`src/design/core_macros.svh`:
```
`ifndef CORE_MACROS_SVH
`define CORE_MACROS_SVH

// Operand and address width
`define XLEN 32

// Architectural integer registers
`define REG_COUNT 32

// Data memory size in 32-bit words
`define DMEM_WORDS 64

`endif

```
`src/design/rv_isa_pkg.sv`:
```
`default_nettype none

`include "core_macros.svh"

package rv_isa_pkg;

    typedef logic [`XLEN-1:0] word_t;
    typedef logic [$clog2(`REG_COUNT)-1:0] reg_sel_t;

    // Major opcodes of the supported subset
    typedef enum logic [6:0] {
        OP     = 7'b0110011,
        OP_IMM = 7'b0010011,
        LUI    = 7'b0110111,
        LOAD   = 7'b0000011,
        STORE  = 7'b0100011
    } opcode_e;

    // funct3 of the integer ALU instructions
    typedef enum logic [2:0] {
        F3_ADD_SUB = 3'b000,
        F3_SLL     = 3'b001,
        F3_SLT     = 3'b010,
        F3_SLTU    = 3'b011,
        F3_XOR     = 3'b100,
        F3_SR      = 3'b101,
        F3_OR      = 3'b110,
        F3_AND     = 3'b111
    } funct3_e;

    // Only whole-word loads and stores
    localparam logic [2:0] F3_WORD = 3'b010;

    // ADD first so that a cleared bundle adds
    typedef enum logic [3:0] {
        ALU_ADD,
        ALU_SUB,
        ALU_AND,
        ALU_OR,
        ALU_XOR,
        ALU_SLL,
        ALU_SRL,
        ALU_SRA,
        ALU_SLT,
        ALU_SLTU
    } alu_op_e;

endpackage

`default_nettype wire

```
`src/design/pipe_pkg.sv`:
```
`default_nettype none

package pipe_pkg;

    import rv_isa_pkg::*;

    // All zero is a bubble
    typedef struct packed {
        logic    mem_write;
        logic    mem_read;
        logic    mem_to_reg;
        logic    reg_wr_en;
        logic    alu_src;
        alu_op_e alu_op;
    } ctrl_t;

    typedef struct packed {
        word_t instruction;
    } if_id_t;

    typedef struct packed {
        word_t    rs_data1;
        word_t    rs_data2;
        word_t    imm;
        reg_sel_t rd_sel;
        ctrl_t    ctrl;
    } id_ex_t;

    // rs_data2 is the store data from here on
    typedef struct packed {
        word_t    alu_result;
        word_t    rs_data2;
        reg_sel_t rd_sel;
        ctrl_t    ctrl;
    } ex_mem_t;

    typedef struct packed {
        word_t    alu_result;
        word_t    mem_data;
        reg_sel_t rd_sel;
        ctrl_t    ctrl;
    } mem_wb_t;

endpackage

`default_nettype wire

```
`src/design/decoder.sv`:
```
`timescale 1ns/1ps
`default_nettype none

module decoder import rv_isa_pkg::*, pipe_pkg::*; (
    input  wire      word_t i_instruction,
    output reg_sel_t o_rs1_sel,
    output reg_sel_t o_rs2_sel,
    output reg_sel_t o_rd_sel,
    output word_t    o_imm,
    output ctrl_t    o_ctrl
);

    word_t   imm_i;
    word_t   imm_s;
    word_t   imm_u;
    funct3_e funct3;
    logic    alt;

    assign imm_i  = {{20{i_instruction[31]}}, i_instruction[31:20]};
    assign imm_s  = {{20{i_instruction[31]}}, i_instruction[31:25], i_instruction[11:7]};
    assign imm_u  = {i_instruction[31:12], 12'b0};
    assign funct3 = funct3_e'(i_instruction[14:12]);
    // funct7 bit 5 selects SUB and SRA
    assign alt    = i_instruction[30];

    function automatic alu_op_e alu_sel(input funct3_e f3, input logic sub_ok, input logic sra);
        alu_op_e op;
        case (f3)
            F3_ADD_SUB: op = sub_ok ? ALU_SUB : ALU_ADD;
            F3_SLL:     op = ALU_SLL;
            F3_SLT:     op = ALU_SLT;
            F3_SLTU:    op = ALU_SLTU;
            F3_XOR:     op = ALU_XOR;
            F3_SR:      op = sra ? ALU_SRA : ALU_SRL;
            F3_OR:      op = ALU_OR;
            default:    op = ALU_AND;
        endcase
        return op;
    endfunction

    always_comb
    begin
        o_rs1_sel = i_instruction[19:15];
        o_rs2_sel = i_instruction[24:20];
        o_rd_sel  = i_instruction[11:7];
        o_imm     = '0;
        o_ctrl    = '0;

        case (opcode_e'(i_instruction[6:0]))
            OP:
            begin
                o_ctrl.reg_wr_en = 1'b1;
                o_ctrl.alu_op    = alu_sel(funct3, alt, alt);
            end
            OP_IMM:
            begin
                o_imm            = imm_i;
                o_ctrl.reg_wr_en = 1'b1;
                o_ctrl.alu_src   = 1'b1;
                o_ctrl.alu_op    = alu_sel(funct3, 1'b0, alt);
            end
            LUI:
            begin
                // Immediate added to x0
                o_rs1_sel        = '0;
                o_imm            = imm_u;
                o_ctrl.reg_wr_en = 1'b1;
                o_ctrl.alu_src   = 1'b1;
            end
            LOAD:
            begin
                if (funct3 == F3_WORD)
                begin
                    o_imm             = imm_i;
                    o_ctrl.reg_wr_en  = 1'b1;
                    o_ctrl.mem_read   = 1'b1;
                    o_ctrl.mem_to_reg = 1'b1;
                    o_ctrl.alu_src    = 1'b1;
                end
            end
            STORE:
            begin
                if (funct3 == F3_WORD)
                begin
                    o_imm            = imm_s;
                    o_ctrl.mem_write = 1'b1;
                    o_ctrl.alu_src   = 1'b1;
                end
            end
            default:
            begin
                o_ctrl = '0;
            end
        endcase

        // Results aimed at x0 are dropped here
        if (o_rd_sel == '0)
        begin
            o_ctrl.reg_wr_en = 1'b0;
        end
    end

endmodule

`default_nettype wire

```
`config.mk`:
```
export PLATFORM = sky130hd
export DESIGN_NAME = decoder
export DESIGN_NICKNAME = d
export VERILOG_FILES = /design/src/design/rv_isa_pkg.sv /design/src/design/pipe_pkg.sv /design/src/design/decoder.sv
export VERILOG_INCLUDE_DIRS = /design/src /design/src/design
export SDC_FILE = /design/constraint.sdc
export NUM_CORES = 1
export LEC_CHECK = 0
export BUFFER_PORTS_ARGS = -buffer_cell sky130_fd_sc_hd__buf_2
export CAP_MARGIN = 20
export CORE_MARGIN = 1
export CORE_UTILIZATION = 31
export DETAILED_ROUTE_END_ITERATION = 12
export PLACE_DENSITY = 0.8
export SLEW_MARGIN = 20
export SYNTH_ARGS = -nofsm -noshare
export SYNTH_HDL_FRONTEND = slang
export SYNTH_SLANG_ARGS = --single-unit
```
`constraint.sdc`:
```
create_clock -name vclk -period 2
set_clock_uncertainty 0.2 [all_clocks]
set_input_delay 0.4 -clock vclk [all_inputs]
set_output_delay 0.4 -clock vclk [all_outputs]
set_load 0.02 [all_outputs]
```
==> results of run 1 <==
## kinds of logic (layout without fill, tap and decap cells)
family,count (synthesis),after routing,synth area share (%)
buf+inv,24,133,19.8
simple gates,61,61,47.6
compound gates,38,38,32.6
## cell type report
type                            instances  area share, %
Multi-Input combinational cell         99           44.3
Tap cell                               28           1.73
Inverter                                4          0.929
Timing Repair Buffer                  129           53.0
## report_power, final
part	internal [uW]	total (uW)	switching [uW]
registers	0	0	0
clock network	0	0	0
logic	138	293	155
total	138	293	155
## stage by stage
stage                     instances  setup WS, ns
after CTS                       254        -0.276
after detailed placement        244        -0.346
after global routing            260        -0.352
final                           260        -0.315
after global placement          244        -0.324
after floorplan                 123        -0.298
## cell usage after synthesis (all sizes together)
master    n  area share (%)
o21ai     7             4.8
a2111oi   2             3.3
nand4bb   1             1.6
a211oi    1             1.7
a21oi    24              17
nor3b     4             4.8
buf      16              16
a31oi     1            0.86
nand3     6             4.1
nor2      5             2.6
nand2    20              10
nor4b     1             2.1
or4       1             1.0
a21boi    1             1.0
inv       4             2.1
a32oi     1             2.2
or4b      1             1.9
and2      7             6.0
a311oi    1             2.1
nand2b    2             1.7
clkbuf    4             2.1
and3      1            0.86
nand3b    2             2.1
nor2b     9             7.8
nor3      1            0.69
## worst paths after layout
kind / to / slack [ns] / cells past startpoint
worst max-delay path: o_imm[24] / -0.32 / 9
worst min-delay path: o_rd_sel[4] / 0.85 / 2
## routing by layer
metal	wire length [microns]	up-vias	part of all wire, %
li1	-	641	-
met5	0	-	0
met3	370	26	7.4
met2	2480	100	50
met1	1880	715	38
met4	242	0	4.9
## worst max-delay path, cell delays in order
cell and delay (ns):
buf_8 0.10, buf_8 0.13, nor3b_4 0.23, a32oi_2 0.10, buf_4 0.16, buf_12 0.12, buf_12 0.12, a21oi_1 0.17
buf_4 0.18
## repair_timing
item | in CTS | in global routing
cloned | 3 | 0
setup endpoints to repair | 46 | 46
pin swaps | 20 | 10
setup buffers | 7 | 8
gates resized for setup | 77 | 40
==> flow_metrics.env, run 1 <==
export IMPL_status="complete, but fails checks"
export IMPL_violations="negative setup slack"
export IMPL_grt_pass1_wl_microns=5360
export IMPL_synthCells=123
export IMPL_core_sq_um=2210
export IMPL_placedInstanceArea_sq_um=1420
export IMPL_vias=1482
export IMPL_io_pins=88
export IMPL_die_x_microns=50.4
export IMPL_postRouteAntennaNets=0
export IMPL_finalCriticalPeriod_ns=2.32
export IMPL_arrival_ns=1.72
export IMPL_seqCellArea_sq_um=0
export IMPL_fin_ws_ns=-0.315
export IMPL_hold_viol_final=0
export IMPL_grt_use_met1_pct=30.2
export IMPL_crit_start="i_instruction[12]"
export IMPL_final_area_sq_um=2020
export IMPL_cp_end_kind="output pin"
export IMPL_chipHeight_microns=50.4
export IMPL_place_gp_congestion=0.816
export IMPL_crit_fanout=7
export IMPL_ys_types=29
export IMPL_tightest_slew_ns=0.412
export IMPL_yosysSeqAreaShare_pct=0
export IMPL_drt_iter0_markers=40
export IMPL_startpoint_type="primary input"
export IMPL_multi_input_area_sq_um=895
export IMPL_clock_buffers=0
export IMPL_cp_required_ns=1.40
export IMPL_initial_core_util_pct=32.8
export IMPL_p_leak_uw=0.000894
export IMPL_worstSetupPathType="in -> out"
export IMPL_portBuffers=88
export IMPL_hpwl_microns=2260
export IMPL_min_from="i_instruction[11]"
export IMPL_slew_violations=0
export IMPL_overflow=0
export IMPL_fmax_mhz=432
export IMPL_grt_max_degree=10
export IMPL_post_route_util_pct=91.3
export IMPL_timing_setup_tns_ns=-8.81
export IMPL_seq_cells=0
export IMPL_syn_area_sq_um=726
export IMPL_slew_headroom_pct=72.3
export IMPL_postCtsHoldBufs=0
export IMPL_wl_microns=4970
export IMPL_setup_violations=45
export IMPL_grt_pass1_vias=1247
export IMPL_drt_first_pass_iters=4
export IMPL_drcViolationCount=0
export IMPL_final_common_cell="buf_4"
export IMPL_fillers=92
export IMPL_area_growth_syn_to_layout_pct=178
export IMPL_drv_cap=0
export IMPL_p_per_area_nw_per_um2=145
export IMPL_mostFrequentLayoutCells="buf_4, buf_2, buf_6"
export IMPL_antenna_found_initial=0
export IMPL_gr_usage_met2_pct=52.0
export IMPL_drt_wirelength_per_cell_microns=19.1
export IMPL_dieArea_sq_um=2540
export IMPL_synth_avg_cell_area_sq_um=5.90
export IMPL_diodes=0
export IMPL_total_power_uw=293
export IMPL_mappedNetlistNets=155
export IMPL_grt_setup_unrepaired="true"
export IMPL_nNetsFinal=266
export IMPL_grtUsageTotal_pct=26.1
export IMPL_finalCritPeriodShare_pct=116
export IMPL_hold_ws_ns=0.853
export IMPL_hp_class="in -> out"
export IMPL_ys_warn_count=0
export IMPL_drive_gt1_share_pct=80.6
export IMPL_grt_util_met3_pct=3.03
export IMPL_avgViaCountPerCell=5.70
export IMPL_max_vdd_ir_drop_mv=0.122
export IMPL_grt_most_used_layer="met2"
export IMPL_row_count=17
No activity file was read; power rests on OpenSTA's default activity.
==> inputs of run 2 (changes only) <==
CORE_MARGIN = 2   (was 1)
CORE_UTILIZATION = 37   (was 31)
PLACE_DENSITY = 0.89   (was 0.8)
clock period = 3 ns   (was 2 ns; I/O delays follow)
==> run 2 against run 1 <==
Against the previous run: the run now ends clean; critical path depth decreased by 4; cell count decreased by 13%; sequential share of layout area unchanged; cell area is 44% lower; wire length is 50% lower; flip-flop and latch count is the same; combinational power shrank 63%; first-iteration DRC count shrank 68%; setup slack improved by 0.54 ns; die area down 8.2%; critical path type unchanged.
==> flow_metrics.env, run 2 (synthesis results as in run 1) <==
export IMPL_portBuffers=88
export IMPL_clock_buffers=0
export IMPL_startpoint_type="primary input"
export IMPL_cp_end_kind="output pin"
export IMPL_hold_viol_final=0
export IMPL_die_x_microns=48.3
export IMPL_chipHeight_microns=48.3
export IMPL_place_ws_ns=0.219
export IMPL_drive_gt1_share_pct=51.8
export IMPL_place_gp_congestion=0.745
export IMPL_p_leak_uw=0.000600
export IMPL_arrival_ns=1.98
export IMPL_area_growth_syn_to_layout_pct=56.0
export IMPL_crit_buf_inv=2
export IMPL_avgViaCountPerCell=4.88
export IMPL_hp_class="in -> out"
export IMPL_p_seq_share_pct=0
export IMPL_p_switching_uw=64.1
export IMPL_crit_fanout=9
export IMPL_grt_max_degree=24
export IMPL_total_power_uw=107
export IMPL_cp_depth=5
export IMPL_fillers=196
export IMPL_drt_iter0_markers=13
export IMPL_initial_core_util_pct=38.2
export IMPL_fmax_mhz=360
export IMPL_crit_start="i_instruction[13]"
export IMPL_timing_setup_tns_ns=0
export IMPL_dieArea_sq_um=2330
export IMPL_tightest_slew_ns=0.394
export IMPL_drt_first_pass_iters=4
export IMPL_max_vdd_ir_drop_mv=0.0530
export IMPL_status="complete, no violations"
export IMPL_overflow=0
export IMPL_wl_microns=2500
export IMPL_cpPeakStageDelay_ns=0.51
export IMPL_fin_ws_ns=0.223
export IMPL_finalCriticalPeriod_ns=2.78
export IMPL_path_delay_family="simple AND/OR/NAND/NOR gates"
export IMPL_final_common_cell="buf_2"
export IMPL_io_pins=88
export IMPL_grt_pass1_wl_microns=3350
export IMPL_cpMaxStageDelayCell="or4b_4"
export IMPL_mostFrequentLayoutCells="buf_2, a21oi_1, nand2_1"
export IMPL_intPower_uw=43.0
export IMPL_vias=1102
export IMPL_whs_path_depth=2
export IMPL_endpoint="o_imm[5]"
export IMPL_finalCritPeriodShare_pct=92.6
export IMPL_grt_setup_unrepaired="false"
export IMPL_worstSetupPathType="in -> out"
export IMPL_crit_chain="buf_2 > or4b_4 > a211oi_2 > and2_1 > buf_2"
export IMPL_slew_violations=0
export IMPL_seq_cells=0
export IMPL_grtUsageTotal_pct=19.2
export IMPL_row_count=16
export IMPL_grt_pass1_vias=793
export IMPL_cts_resized=0
export IMPL_core_sq_um=1900
export IMPL_cp_required_ns=2.20
export IMPL_swShare_pct=59.9
export IMPL_hpwl_microns=2060
export IMPL_slew_headroom_pct=73.7
export IMPL_p_comb_share_pct=100.0
export IMPL_antenna_found_initial=0
export IMPL_nNetsFinal=233
export IMPL_cts_setup_buffers=0
export IMPL_pwr_share_clk_pct=0
export IMPL_cp_common_cell="buf_2"
export IMPL_postRouteAntennaNets=0
export IMPL_p_per_area_nw_per_um2=94.6
export IMPL_diodes=0
export IMPL_setup_violations=0
export IMPL_drcViolationCount=0
export IMPL_seqCellArea_sq_um=0
export IMPL_drt_wirelength_per_cell_microns=11.1
export IMPL_drv_cap=0
export IMPL_postCtsHoldBufs=0
==> run 2: cell types whose count changed in the layout (fill, tap and decap cells not counted), sizes merged <==
cell	before	now
bufbuf	2	0
inv	3	4
clkinvlp	1	0
buf	127	96
==> run 2: worst min-delay path by stage <==
stage,startpoint,endpoint
floorplan,i_instruction[2],o_imm[11]
global placement,i_instruction[8],o_rd_sel[1]
detailed placement,i_instruction[24],o_rs2_sel[4]
CTS,i_instruction[24],o_rs2_sel[4]
global route,i_instruction[20],o_rs2_sel[0]
finish,i_instruction[24],o_rs2_sel[4]
==> run 2: area by class of cell <==
type | count | area, sq um | share of cell area (%)
Multi-Input combinational cell | 99 | 583 | 51.5
Inverter | 4 | 15.0 | 1.33
Tap cell | 27 | 33.8 | 2.98
Timing Repair Buffer | 96 | 500 | 44.2
==> run 2: routing by layer <==
layer / vias up / share of wire [%] / global-route usage, % / wire length (microns)
met5: - / 0 / 0 / 0
met4: 0 / 0 / 0 / 0
met3: 0 / 6.8 / 0 / 169
met2: 48 / 51 / 37.6 / 1280
met1: 483 / 42 / 24.8 / 1050
li1: 571 / - / - / -
==> run 2: metrics by stage <==
| step | cell area [sq um] | hold WS [ns] | util [%] | instances |
|---|---|---|---|---|
| after floorplan | 727 | 1.06 | - | 123 |
| after detailed placement | 1130 | 1.25 | 59.5 | 226 |
| after CTS | 1130 | 1.25 | 59.5 | 226 |
| final | 1130 | 1.25 | 59.5 | 226 |
| after global routing | 1130 | 1.26 | 59.5 | 226 |
| after global placement | 1130 | 1.25 | 59.5 | 226 |
==> run 2: power by group through the flow <==
stage | Clock (uW) | Combinational, uW | Sequential (uW)
floorplan | 0 | 67.0 | 0
global placement | 0 | 106 | 0
detailed placement | 0 | 107 | 0
CTS | 0 | 107 | 0
global route | 0 | 119 | 0
finish | 0 | 107 | 0
